[src/rtl/kbd_settings.svh]
// Default repeat timings and counter widths for the keyboard front end, include where needed
`ifndef KBD_SETTINGS_SVH
`define KBD_SETTINGS_SVH

// ========================================
// Repeat timing defaults in CLK12 cycles
// ========================================

// Length of one key-down pulse, 25 ms at 12 MHz
`define KBD_PULSE_CYCLES 300000

// First pulse start to first repeat
`define KBD_FIRST_DELAY 2000000

// Repeat period while the key stays held
`define KBD_REPEAT_DELAY 500000

// ========================================
// Widths
// ========================================

`define KBD_TIMER_BITS 24 // Wide enough for the first delay

`endif

[src/rtl/kbd_pkg.sv]
// Shared key-code, scan-code, key-class and repeat-state types for the keyboard front end
package kbd_pkg;

	// ========================================
	// Codes
	// ========================================

	typedef logic [6:0] ascii_t; // Machine key code
	typedef logic [8:0] scancode_t; // Extended flag on top of PS/2 byte

	// ========================================
	// Decoder and controller enums
	// ========================================

	// What a single strobed scan code means
	typedef enum logic [2:0] {
		KC_NONE, // No strobe or unlisted combination
		KC_SHIFT, // Either shift key
		KC_CTRL, // Either ctrl key
		KC_UPCASE, // Upcase toggle key
		KC_CHAR // Translated character
	} key_class_e;

	typedef enum logic [1:0] {
		RS_IDLE, // No key held
		RS_WAIT_FIRST, // Counting the first delay
		RS_WAIT_REPEAT // Counting a repeat period
	} repeat_state_e;

endpackage

[src/rtl/key_scan_decoder.sv]
// Scan-code translator: classifies each strobed PS/2 code and latches the machine key code
`timescale 1ns/100ps

module key_scan_decoder (
	input  logic                   CLK12,
	input  logic                   RESET,
	input  logic                   strobe,
	input  logic                   pressed,
	input  kbd_pkg::scancode_t     scan,
	input  logic                   shift,
	input  logic                   ctrl,
	input  logic                   upcase,
	output kbd_pkg::key_class_e    key_class,
	output logic                   key_flag,
	output logic                   held,
	output kbd_pkg::ascii_t        code
);

	kbd_pkg::key_class_e cls;
	kbd_pkg::ascii_t     xlat;
	kbd_pkg::ascii_t     lc_mask;

	// Letters go lower case unless exactly one of shift and upcase is on
	assign lc_mask = {1'b0, shift == upcase, 5'd0};

	// ========================================
	// Translation table
	// ========================================

	always_comb begin
		cls = kbd_pkg::KC_CHAR;
		xlat = '0;
		casez ({ctrl, shift, scan})
			{2'b??, 9'h012}: cls = kbd_pkg::KC_SHIFT; // Left shift
			{2'b??, 9'h059}: cls = kbd_pkg::KC_SHIFT; // Right shift
			{2'b??, 9'h?14}: cls = kbd_pkg::KC_CTRL; // Both ctrl keys
			{2'b??, 9'h058}: cls = kbd_pkg::KC_UPCASE;

			{2'b0?, 9'h01C}: xlat = 7'h41 | lc_mask; // A
			{2'b0?, 9'h032}: xlat = 7'h42 | lc_mask; // B
			{2'b0?, 9'h021}: xlat = 7'h43 | lc_mask; // C
			{2'b0?, 9'h023}: xlat = 7'h44 | lc_mask; // D
			{2'b0?, 9'h024}: xlat = 7'h45 | lc_mask; // E
			{2'b0?, 9'h02B}: xlat = 7'h46 | lc_mask; // F
			{2'b0?, 9'h034}: xlat = 7'h47 | lc_mask; // G
			{2'b0?, 9'h033}: xlat = 7'h48 | lc_mask; // H
			{2'b0?, 9'h043}: xlat = 7'h49 | lc_mask; // I
			{2'b0?, 9'h03B}: xlat = 7'h4A | lc_mask; // J
			{2'b0?, 9'h042}: xlat = 7'h4B | lc_mask; // K
			{2'b0?, 9'h04B}: xlat = 7'h4C | lc_mask; // L
			{2'b0?, 9'h03A}: xlat = 7'h4D | lc_mask; // M
			{2'b0?, 9'h031}: xlat = 7'h4E | lc_mask; // N
			{2'b0?, 9'h044}: xlat = 7'h4F | lc_mask; // O
			{2'b0?, 9'h04D}: xlat = 7'h50 | lc_mask; // P
			{2'b0?, 9'h015}: xlat = 7'h51 | lc_mask; // Q
			{2'b0?, 9'h02D}: xlat = 7'h52 | lc_mask; // R
			{2'b0?, 9'h01B}: xlat = 7'h53 | lc_mask; // S
			{2'b0?, 9'h02C}: xlat = 7'h54 | lc_mask; // T
			{2'b0?, 9'h03C}: xlat = 7'h55 | lc_mask; // U
			{2'b0?, 9'h02A}: xlat = 7'h56 | lc_mask; // V
			{2'b0?, 9'h01D}: xlat = 7'h57 | lc_mask; // W
			{2'b0?, 9'h022}: xlat = 7'h58 | lc_mask; // X
			{2'b0?, 9'h035}: xlat = 7'h59 | lc_mask; // Y
			{2'b0?, 9'h01A}: xlat = 7'h5A | lc_mask; // Z

			// National letters on the bracket and quote keys
			{2'b0?, 9'h055}: xlat = 7'h40 | lc_mask;
			{2'b0?, 9'h054}: xlat = 7'h5D | lc_mask;
			{2'b0?, 9'h05B}: xlat = 7'h5E | lc_mask;
			{2'b0?, 9'h04C}: xlat = 7'h5C | lc_mask;
			{2'b0?, 9'h052}: xlat = 7'h5B | lc_mask;

			{2'b00, 9'h016}: xlat = 7'h31; // Top row digits
			{2'b00, 9'h01E}: xlat = 7'h32;
			{2'b00, 9'h026}: xlat = 7'h33;
			{2'b00, 9'h025}: xlat = 7'h34;
			{2'b00, 9'h02E}: xlat = 7'h35;
			{2'b00, 9'h036}: xlat = 7'h36;
			{2'b00, 9'h03D}: xlat = 7'h37;
			{2'b00, 9'h03E}: xlat = 7'h38;
			{2'b00, 9'h046}: xlat = 7'h39;
			{2'b00, 9'h045}: xlat = 7'h30;

			{2'b00, 9'h069}: xlat = 7'h31; // Keypad digits
			{2'b00, 9'h072}: xlat = 7'h32;
			{2'b00, 9'h07A}: xlat = 7'h33;
			{2'b00, 9'h06B}: xlat = 7'h34;
			{2'b00, 9'h073}: xlat = 7'h35;
			{2'b00, 9'h074}: xlat = 7'h36;
			{2'b00, 9'h06C}: xlat = 7'h37;
			{2'b00, 9'h075}: xlat = 7'h38;
			{2'b00, 9'h07D}: xlat = 7'h39;
			{2'b00, 9'h070}: xlat = 7'h30;

			{2'b01, 9'h016}: xlat = 7'h21; // Shifted digit row
			{2'b01, 9'h01E}: xlat = 7'h22;
			{2'b01, 9'h026}: xlat = 7'h23;
			{2'b01, 9'h025}: xlat = 7'h24;
			{2'b01, 9'h02E}: xlat = 7'h25;
			{2'b01, 9'h036}: xlat = 7'h26;
			{2'b01, 9'h03D}: xlat = 7'h27;
			{2'b01, 9'h03E}: xlat = 7'h28;
			{2'b01, 9'h046}: xlat = 7'h29;
			{2'b01, 9'h045}: xlat = 7'h3D;

			{2'b00, 9'h?5A}: xlat = 7'h0D; // Enter, main or keypad
			{2'b00, 9'h029}: xlat = 7'h20; // Space
			{2'b00, 9'h066}: xlat = 7'h08; // Backspace
			{2'b00, 9'h16B}: xlat = 7'h08; // Cursor left
			{2'b00, 9'h174}: xlat = 7'h09; // Cursor right
			{2'b10, 9'h021}: xlat = 7'h03; // Ctrl+C
			{2'b10, 9'h022}: xlat = 7'h18; // Ctrl+X
			{2'b1?, 9'h00E}: xlat = 7'h7F; // Ctrl+backtick

			{2'b00, 9'h041}: xlat = 7'h2C; // Punctuation, plain
			{2'b00, 9'h049}: xlat = 7'h2E;
			{2'b00, 9'h04A}: xlat = 7'h2D;
			{2'b00, 9'h04E}: xlat = 7'h2B;
			{2'b00, 9'h05D}: xlat = 7'h27;
			{2'b00, 9'h00E}: xlat = 7'h3C;
			{2'b01, 9'h041}: xlat = 7'h3B; // Punctuation, shifted
			{2'b01, 9'h049}: xlat = 7'h3A;
			{2'b01, 9'h04A}: xlat = 7'h5F;
			{2'b01, 9'h04E}: xlat = 7'h3F;
			{2'b01, 9'h05D}: xlat = 7'h2A;
			{2'b01, 9'h00E}: xlat = 7'h3E;

			default: cls = kbd_pkg::KC_NONE;
		endcase
		if (!strobe) begin
			cls = kbd_pkg::KC_NONE;
		end
	end

	assign key_class = cls;
	assign key_flag = strobe & pressed; // Make or break travels with the class

	// ========================================
	// Latched character and held level
	// ========================================

	always_ff @(posedge CLK12) begin
		if (RESET) begin
			held <= 1'b0;
			code <= '0;
		end else if (cls == kbd_pkg::KC_CHAR) begin
			held <= pressed;
			code <= xlat;
		end
	end

endmodule

[src/rtl/key_modifier_state.sv]
// Shift, ctrl and upcase flags, updated from the decoder's modifier-class strobes
`timescale 1ns/100ps

module key_modifier_state (
	input  logic                CLK12,
	input  logic                RESET,
	input  kbd_pkg::key_class_e key_class,
	input  logic                key_flag,
	output logic                shift,
	output logic                ctrl,
	output logic                upcase
);

	// ========================================
	// Shift and ctrl follow make and break
	// ========================================

	always_ff @(posedge CLK12) begin
		if (RESET) begin
			shift <= 1'b0;
			ctrl <= 1'b0;
		end else begin
			if (key_class == kbd_pkg::KC_SHIFT) begin
				shift <= key_flag; // Either shift key
			end
			if (key_class == kbd_pkg::KC_CTRL) begin
				ctrl <= key_flag;
			end
		end
	end

	// ========================================
	// Upcase toggle
	// ========================================

	// Only the make code flips the flag, the break code is ignored
	always_ff @(posedge CLK12) begin
		if (RESET) begin
			upcase <= 1'b0;
		end else if (key_class == kbd_pkg::KC_UPCASE && key_flag) begin
			upcase <= ~upcase;
		end
	end

endmodule

[src/rtl/key_pulse_timer.sv]
// Key-down pulse and repeat delay down-counters, loaded by the repeat controller's commands
`timescale 1ns/100ps
`include "kbd_settings.svh"

module key_pulse_timer #(
	parameter int unsigned PULSE_CYCLES = `KBD_PULSE_CYCLES,
	parameter int unsigned FIRST_DELAY = `KBD_FIRST_DELAY,
	parameter int unsigned REPEAT_DELAY = `KBD_REPEAT_DELAY
) (
	input  logic CLK12,
	input  logic RESET,
	input  logic start_pulse,
	input  logic start_repeat,
	input  logic arm_first,
	output logic key_down,
	output logic delay_done
);

	localparam int TW = `KBD_TIMER_BITS;
	localparam logic [TW-1:0] PULSE_LOAD = TW'(PULSE_CYCLES);
	localparam logic [TW-1:0] FIRST_LOAD = TW'(FIRST_DELAY);
	localparam logic [TW-1:0] REPEAT_LOAD = TW'(REPEAT_DELAY);

	logic [TW-1:0] pulse_cnt;
	logic [TW-1:0] delay_cnt;

	// ========================================
	// Pulse length counter
	// ========================================

	always_ff @(posedge CLK12) begin
		if (RESET) begin
			pulse_cnt <= '0;
		end else if (start_pulse || start_repeat) begin
			pulse_cnt <= PULSE_LOAD;
		end else if (pulse_cnt != '0) begin
			pulse_cnt <= pulse_cnt - 1'b1;
		end
	end

	assign key_down = (pulse_cnt != '0); // High for exactly PULSE_CYCLES

	// ========================================
	// Delay counter
	// ========================================

	always_ff @(posedge CLK12) begin
		if (RESET) begin
			delay_cnt <= '0;
		end else if (start_pulse) begin
			delay_cnt <= arm_first ? FIRST_LOAD : REPEAT_LOAD;
		end else if (start_repeat) begin
			delay_cnt <= REPEAT_LOAD;
		end else if (delay_cnt != '0) begin
			delay_cnt <= delay_cnt - 1'b1;
		end
	end

	assign delay_done = (delay_cnt == TW'(1)); // Last cycle before zero

endmodule

[src/rtl/key_repeat_ctrl.sv]
// Auto-repeat FSM: starts a pulse on each new press and schedules repeats while the key is held
`timescale 1ns/100ps

module key_repeat_ctrl (
	input  logic CLK12,
	input  logic RESET,
	input  logic held,
	input  logic delay_done,
	output logic start_pulse,
	output logic start_repeat,
	output logic arm_first
);

	kbd_pkg::repeat_state_e state;
	kbd_pkg::repeat_state_e state_nxt;
	logic                   held_d;
	logic                   rise;

	// ========================================
	// Press detection
	// ========================================

	assign rise = held & ~held_d; // New press from the decoder

	always_ff @(posedge CLK12) begin
		if (RESET) begin
			held_d <= 1'b0;
		end else begin
			held_d <= held;
		end
	end

	// ========================================
	// State machine
	// ========================================

	always_comb begin
		state_nxt = state;
		case (state)
			kbd_pkg::RS_IDLE: begin
				state_nxt = kbd_pkg::RS_IDLE; // Counter idle, nothing to wait for
			end
			kbd_pkg::RS_WAIT_FIRST,
			kbd_pkg::RS_WAIT_REPEAT: begin
				if (delay_done) begin
					state_nxt = held ? kbd_pkg::RS_WAIT_REPEAT : kbd_pkg::RS_IDLE;
				end
			end
			default: begin
				state_nxt = kbd_pkg::RS_IDLE;
			end
		endcase
		// A fresh press restarts the sequence from any state
		if (rise) begin
			state_nxt = kbd_pkg::RS_WAIT_FIRST;
		end
	end

	always_ff @(posedge CLK12) begin
		if (RESET) begin
			state <= kbd_pkg::RS_IDLE;
		end else begin
			state <= state_nxt;
		end
	end

	// ========================================
	// Timer commands
	// ========================================

	assign start_pulse = rise;
	assign arm_first = rise; // First delay only after a new press
	assign start_repeat = delay_done & held & ~rise & (state != kbd_pkg::RS_IDLE);

endmodule

[src/rtl/abc80_keyboard.sv]
// Keyboard front end top level: PS/2 strobes in, machine key code and repeating key-down pulse out
`timescale 1ns/100ps
`include "kbd_settings.svh"

module abc80_keyboard #(
	parameter int unsigned PULSE_CYCLES = `KBD_PULSE_CYCLES,
	parameter int unsigned FIRST_DELAY = `KBD_FIRST_DELAY,
	parameter int unsigned REPEAT_DELAY = `KBD_REPEAT_DELAY
) (
	input  logic            CLK12,
	input  logic            RESET,
	input  logic            key_strobe,
	input  logic            key_pressed,
	input  logic            key_extended,
	input  logic [7:0]      key_code, // PS/2 scan code byte
	output kbd_pkg::ascii_t key_ascii,
	output logic            key_down,
	output logic            upcase
);

	kbd_pkg::key_class_e key_class;
	logic                key_flag;
	logic                held;
	logic                shift;
	logic                ctrl;
	logic                start_pulse;
	logic                start_repeat;
	logic                arm_first;
	logic                delay_done;

	// ========================================
	// Decode and modifiers
	// ========================================

	key_scan_decoder i_decoder (
		.CLK12     (CLK12),
		.RESET     (RESET),
		.strobe    (key_strobe),
		.pressed   (key_pressed),
		.scan      ({key_extended, key_code}),
		.shift     (shift),
		.ctrl      (ctrl),
		.upcase    (upcase),
		.key_class (key_class),
		.key_flag  (key_flag),
		.held      (held),
		.code      (key_ascii)
	);

	key_modifier_state i_modifiers (
		.CLK12     (CLK12),
		.RESET     (RESET),
		.key_class (key_class),
		.key_flag  (key_flag),
		.shift     (shift),
		.ctrl      (ctrl),
		.upcase    (upcase)
	);

	// ========================================
	// Key-down pulse and auto-repeat
	// ========================================

	key_repeat_ctrl i_repeat (
		.CLK12        (CLK12),
		.RESET        (RESET),
		.held         (held),
		.delay_done   (delay_done),
		.start_pulse  (start_pulse),
		.start_repeat (start_repeat),
		.arm_first    (arm_first)
	);

	key_pulse_timer #(
		.PULSE_CYCLES (PULSE_CYCLES),
		.FIRST_DELAY  (FIRST_DELAY),
		.REPEAT_DELAY (REPEAT_DELAY)
	) i_timer (
		.CLK12        (CLK12),
		.RESET        (RESET),
		.start_pulse  (start_pulse),
		.start_repeat (start_repeat),
		.arm_first    (arm_first),
		.key_down     (key_down),
		.delay_done   (delay_done)
	);

endmodule

[config.mk]
export PLATFORM = sky130hd
export DESIGN_NAME = abc80_keyboard
export DESIGN_NICKNAME = d
export VERILOG_FILES = /design/src/rtl/kbd_pkg.sv /design/src/rtl/key_scan_decoder.sv /design/src/rtl/key_modifier_state.sv /design/src/rtl/key_pulse_timer.sv /design/src/rtl/key_repeat_ctrl.sv /design/src/rtl/abc80_keyboard.sv
export VERILOG_INCLUDE_DIRS = /design/src /design/src/rtl
export SDC_FILE = /design/constraint.sdc
export NUM_CORES = 1
export LEC_CHECK = 0
export BUFFER_PORTS_ARGS = -buffer_cell sky130_fd_sc_hd__buf_2
export CORE_MARGIN = 2
export CORE_UTILIZATION = 63
export DETAILED_ROUTE_END_ITERATION = 8
export PLACE_DENSITY_LB_ADDON = 0.08
export RECOVER_POWER = 100
export SLEW_MARGIN = 20
export SYNTH_ARGS = -nofsm -noshare
export SYNTH_HDL_FRONTEND = slang
export SYNTH_HIERARCHICAL = 1
export SYNTH_SLANG_ARGS = --single-unit
[constraint.sdc]
create_clock -name CLK12 -period 3.87 [get_ports CLK12]
set_input_delay 0.5805 -clock CLK12 [delete_from_list [all_inputs] [get_ports CLK12]]
set_output_delay 0.5805 -clock CLK12 [all_outputs]
set_load 0.01 [all_outputs]
==> reports/summary.txt <==
Outcome - completed
Initial Utilization - 65.2%
Final Cell Area - 5100 µm²
Final hold violations - 0
CTS Buffer Depth - 2
Dpl ws - 0.363 ns
Global route overflow - 0
Post-synth EDFFs - 0
Worst EP required - 4.14 ns
Clock latency on the worst-skew pair - 0.34 ns
Routed Antenna Nets - 0
Switching share of power - 48.0%
Final worst slack - 0.385 ns
Post-CTS sizing - 0
Cts hold-fix bufs - 0
FF+latch area - 1240 µm²
Part of the power in registers - 30.4%
Crit path time final - 3.49 ns
CTS tree - done
Vias in the first global route - 4841
Register area share after synthesis - 26.1%
Final Power - 3.60 mW
Worst Clk Skew - 0.0129 ns
Final Setup Violations - 0
Routed vias - 5183
Netlist Area Pre-Place - 4750 µm²
DR WL/cell - 21.4 µm
Ports - 22
Syn Inst Count - 598
Dominant cells by area after synthesis - dfxtp_1 26%, xor2_1 4.1%, a21oi_1 3.9%
Synth async-reset ratio - 0%
List of most frequent post-synthesis cells - 62 x dfxtp_1, 49 x nor2_1, 37 x a21oi_1
Internal power - 1.88 mW
Die area - 8260 µm²
CTS root buf - clkbuf_8
Nets - 631
Die width - 90.9 µm
RSZ-0062 raised after global routing - false
Global-route wire length before repair - 24800 µm
DR DRC count - 0
TritonRoute pass-1 iters - 6
Worst EP arrival - 3.75 ns
Chip height - 90.9 µm
Post-place instance area - 4940 µm²
DR iter-0 viols - 472
Synth cell types - 84
Max cap viols - 0
Most common cell in the netlist - dfxtp_1
Largest net degree at the start of global routing - 32
TritonCTS buffer count - 9
# clock sinks - 62
Routability cong. - 1.06
All-Layer GR Usage - 37.3%
Routed vias/inst - 7.24
FILL cells - 548
P_sw - 1.73 mW
Post-synth top area cell - dfxtp_1
Net Count, Synth - 617
Port buffer count - 21
DP HPWL - 10800 µm
Setup_tns - 0 ns
Setup CP Type - reg2reg
WL final - 15400 µm
Static Leak - 1.79 nW
CP Max Fanout - 8
Top FF cell, synth - dfxtp_1
#FFs+latches synth - 62
Peak VDD IR - 0.300 mV
Core Util, Final - 69.9%
Pins over their slew limit - 0
CORE AREA - 7290 µm²
Worst slew margin - 6.32%
PD cells - 707 nW/µm²
Area delta synth->final - 7.24%
Reg clk slew, reported paths - 0.08 ns
Multi-input gate area - 3230 µm²
Row count - 31
Setup crit end kind - flop
Ant. Diodes - 0
Max H-tree Level - 3
Share of cells above drive strength 1 - 13.6%
Post-CTS Setup Bufs - 0
Share of the clock period used by the worst path - 90.1%
Average size of a mapped cell - 7.95 µm²
Synth warnings - 6
Logic gate share of total power - 53.8%
Startpoint type of the worst setup path - flop
Share of the synthesized area in the top cell type - 26.1%
Initial antenna violation count - 0
HP Class - reg2reg
Clk network pwr share - 15.8%
Maximum clock frequency - 287 MHz
Slew at the pin closest to its max-slew limit - 1.41 ns
==> area by class of cell <==
| cell class | instances | area share (%) |
|---|---|---|
| Inverter | 14 | 1.08 |
| Sequential cell | 62 | 24.3 |
| Tap cell | 99 | 2.43 |
| Clock buffer | 9 | 2.43 |
| Clock inverter | 7 | 1.45 |
| Timing Repair Buffer | 43 | 4.93 |
| Multi-Input combinational cell | 482 | 63.3 |
==> cells in the final DEF (no fill, tap or decap), drive strengths merged, types with 5 or more instances in the layout <==
cell	instances
o211ai	15
a21oi	37
buf	32
nor4b	7
a22oi	9
nand2b	8
nand4	16
nor3	19
xor2	22
o31ai	10
nor2b	9
mux2i	7
o22ai	8
a31oi	8
or4	8
ha	6
nor4bb	6
o21ai	23
and4b	5
inv	15
o2111ai	5
nand3	30
dfxtp	62
or2	9
nor3b	9
a211oi	10
nor4	22
or3	23
nand2	37
nand3b	6
nor2	50
clkbuf	20
xnor2	5
==> state kept, by name, indices dropped and copies added (netlist names) <==
register,cells
i_decoder/held,1
i_repeat/state,2
i_timer/delay_cnt,24
i_timer/pulse_cnt,24
i_decoder/code,7
i_repeat/held_d,1
i_modifiers/upcase,1
i_modifiers/shift,1
i_modifiers/ctrl,1
==> path summary, 6_finish.rpt <==
path                             start              endpoint  slack (ns)  depth (start not counted)
hold reg to reg      i_decoder/code[6]     i_decoder/code[6]        0.48                          2
setup / recovery  i_timer/delay_cnt[8]  i_timer/delay_cnt[3]        0.38                          8
setup reg to reg  i_timer/delay_cnt[8]  i_timer/delay_cnt[3]        0.38                          8
hold / removal       i_decoder/code[6]     i_decoder/code[6]        0.48                          2
==> per-stage QoR <==
step / instances / hold slack (ns)
finish: 716 / 0.475
global route: 716 / 0.489
CTS: 716 / 0.475
detailed placement: 700 / 0.463
global placement: 700 / 0.459
floorplan: 598 / 0.445
==> worst max-delay path, cell delays in order (launching register included) <==
cell and delay, ns:
dfxtp_1 0.38, nor4_1 0.52, nand4_1 0.22, nor4_1 0.69, and4b_1 0.33, or2_0 0.45
nor3_1 0.25, or4_1 0.44, a21oi_1 0.14
==> cell families after synthesis <==
family | synth area share [%]
buffers and inverters | 5.63
xor gates and xnor gates | 4.97
AOI/OAI and AO/OA | 23.9
and+or+nand+nor | 35.5
DFF | 26.1
muxes | 2.26
adders and majority gates | 1.58
==> power by group through the flow <==
stage          Combinational, mW  Clock (mW)  Sequential, mW
2_1_floorplan               1.52           0            1.04
3_3_place_gp                1.74           0            1.07
3_5_place_dp                1.85           0            1.09
4_1_cts                     1.90       0.575            1.09
5_1_grt                     2.11       0.604            1.12
6_report                    1.94       0.570            1.10
==> per-layer routing <==
| metal | share of wire [%] | GRT usage [%] |
|---|---|---|
| met3 | 10 | 8.93 |
| met2 | 47 | 63.2 |
| met4 | 6.6 | 20.8 |
| met1 | 36 | 43.0 |
| met5 | 0 | 0 |
(Power assumes the default switching activity.)
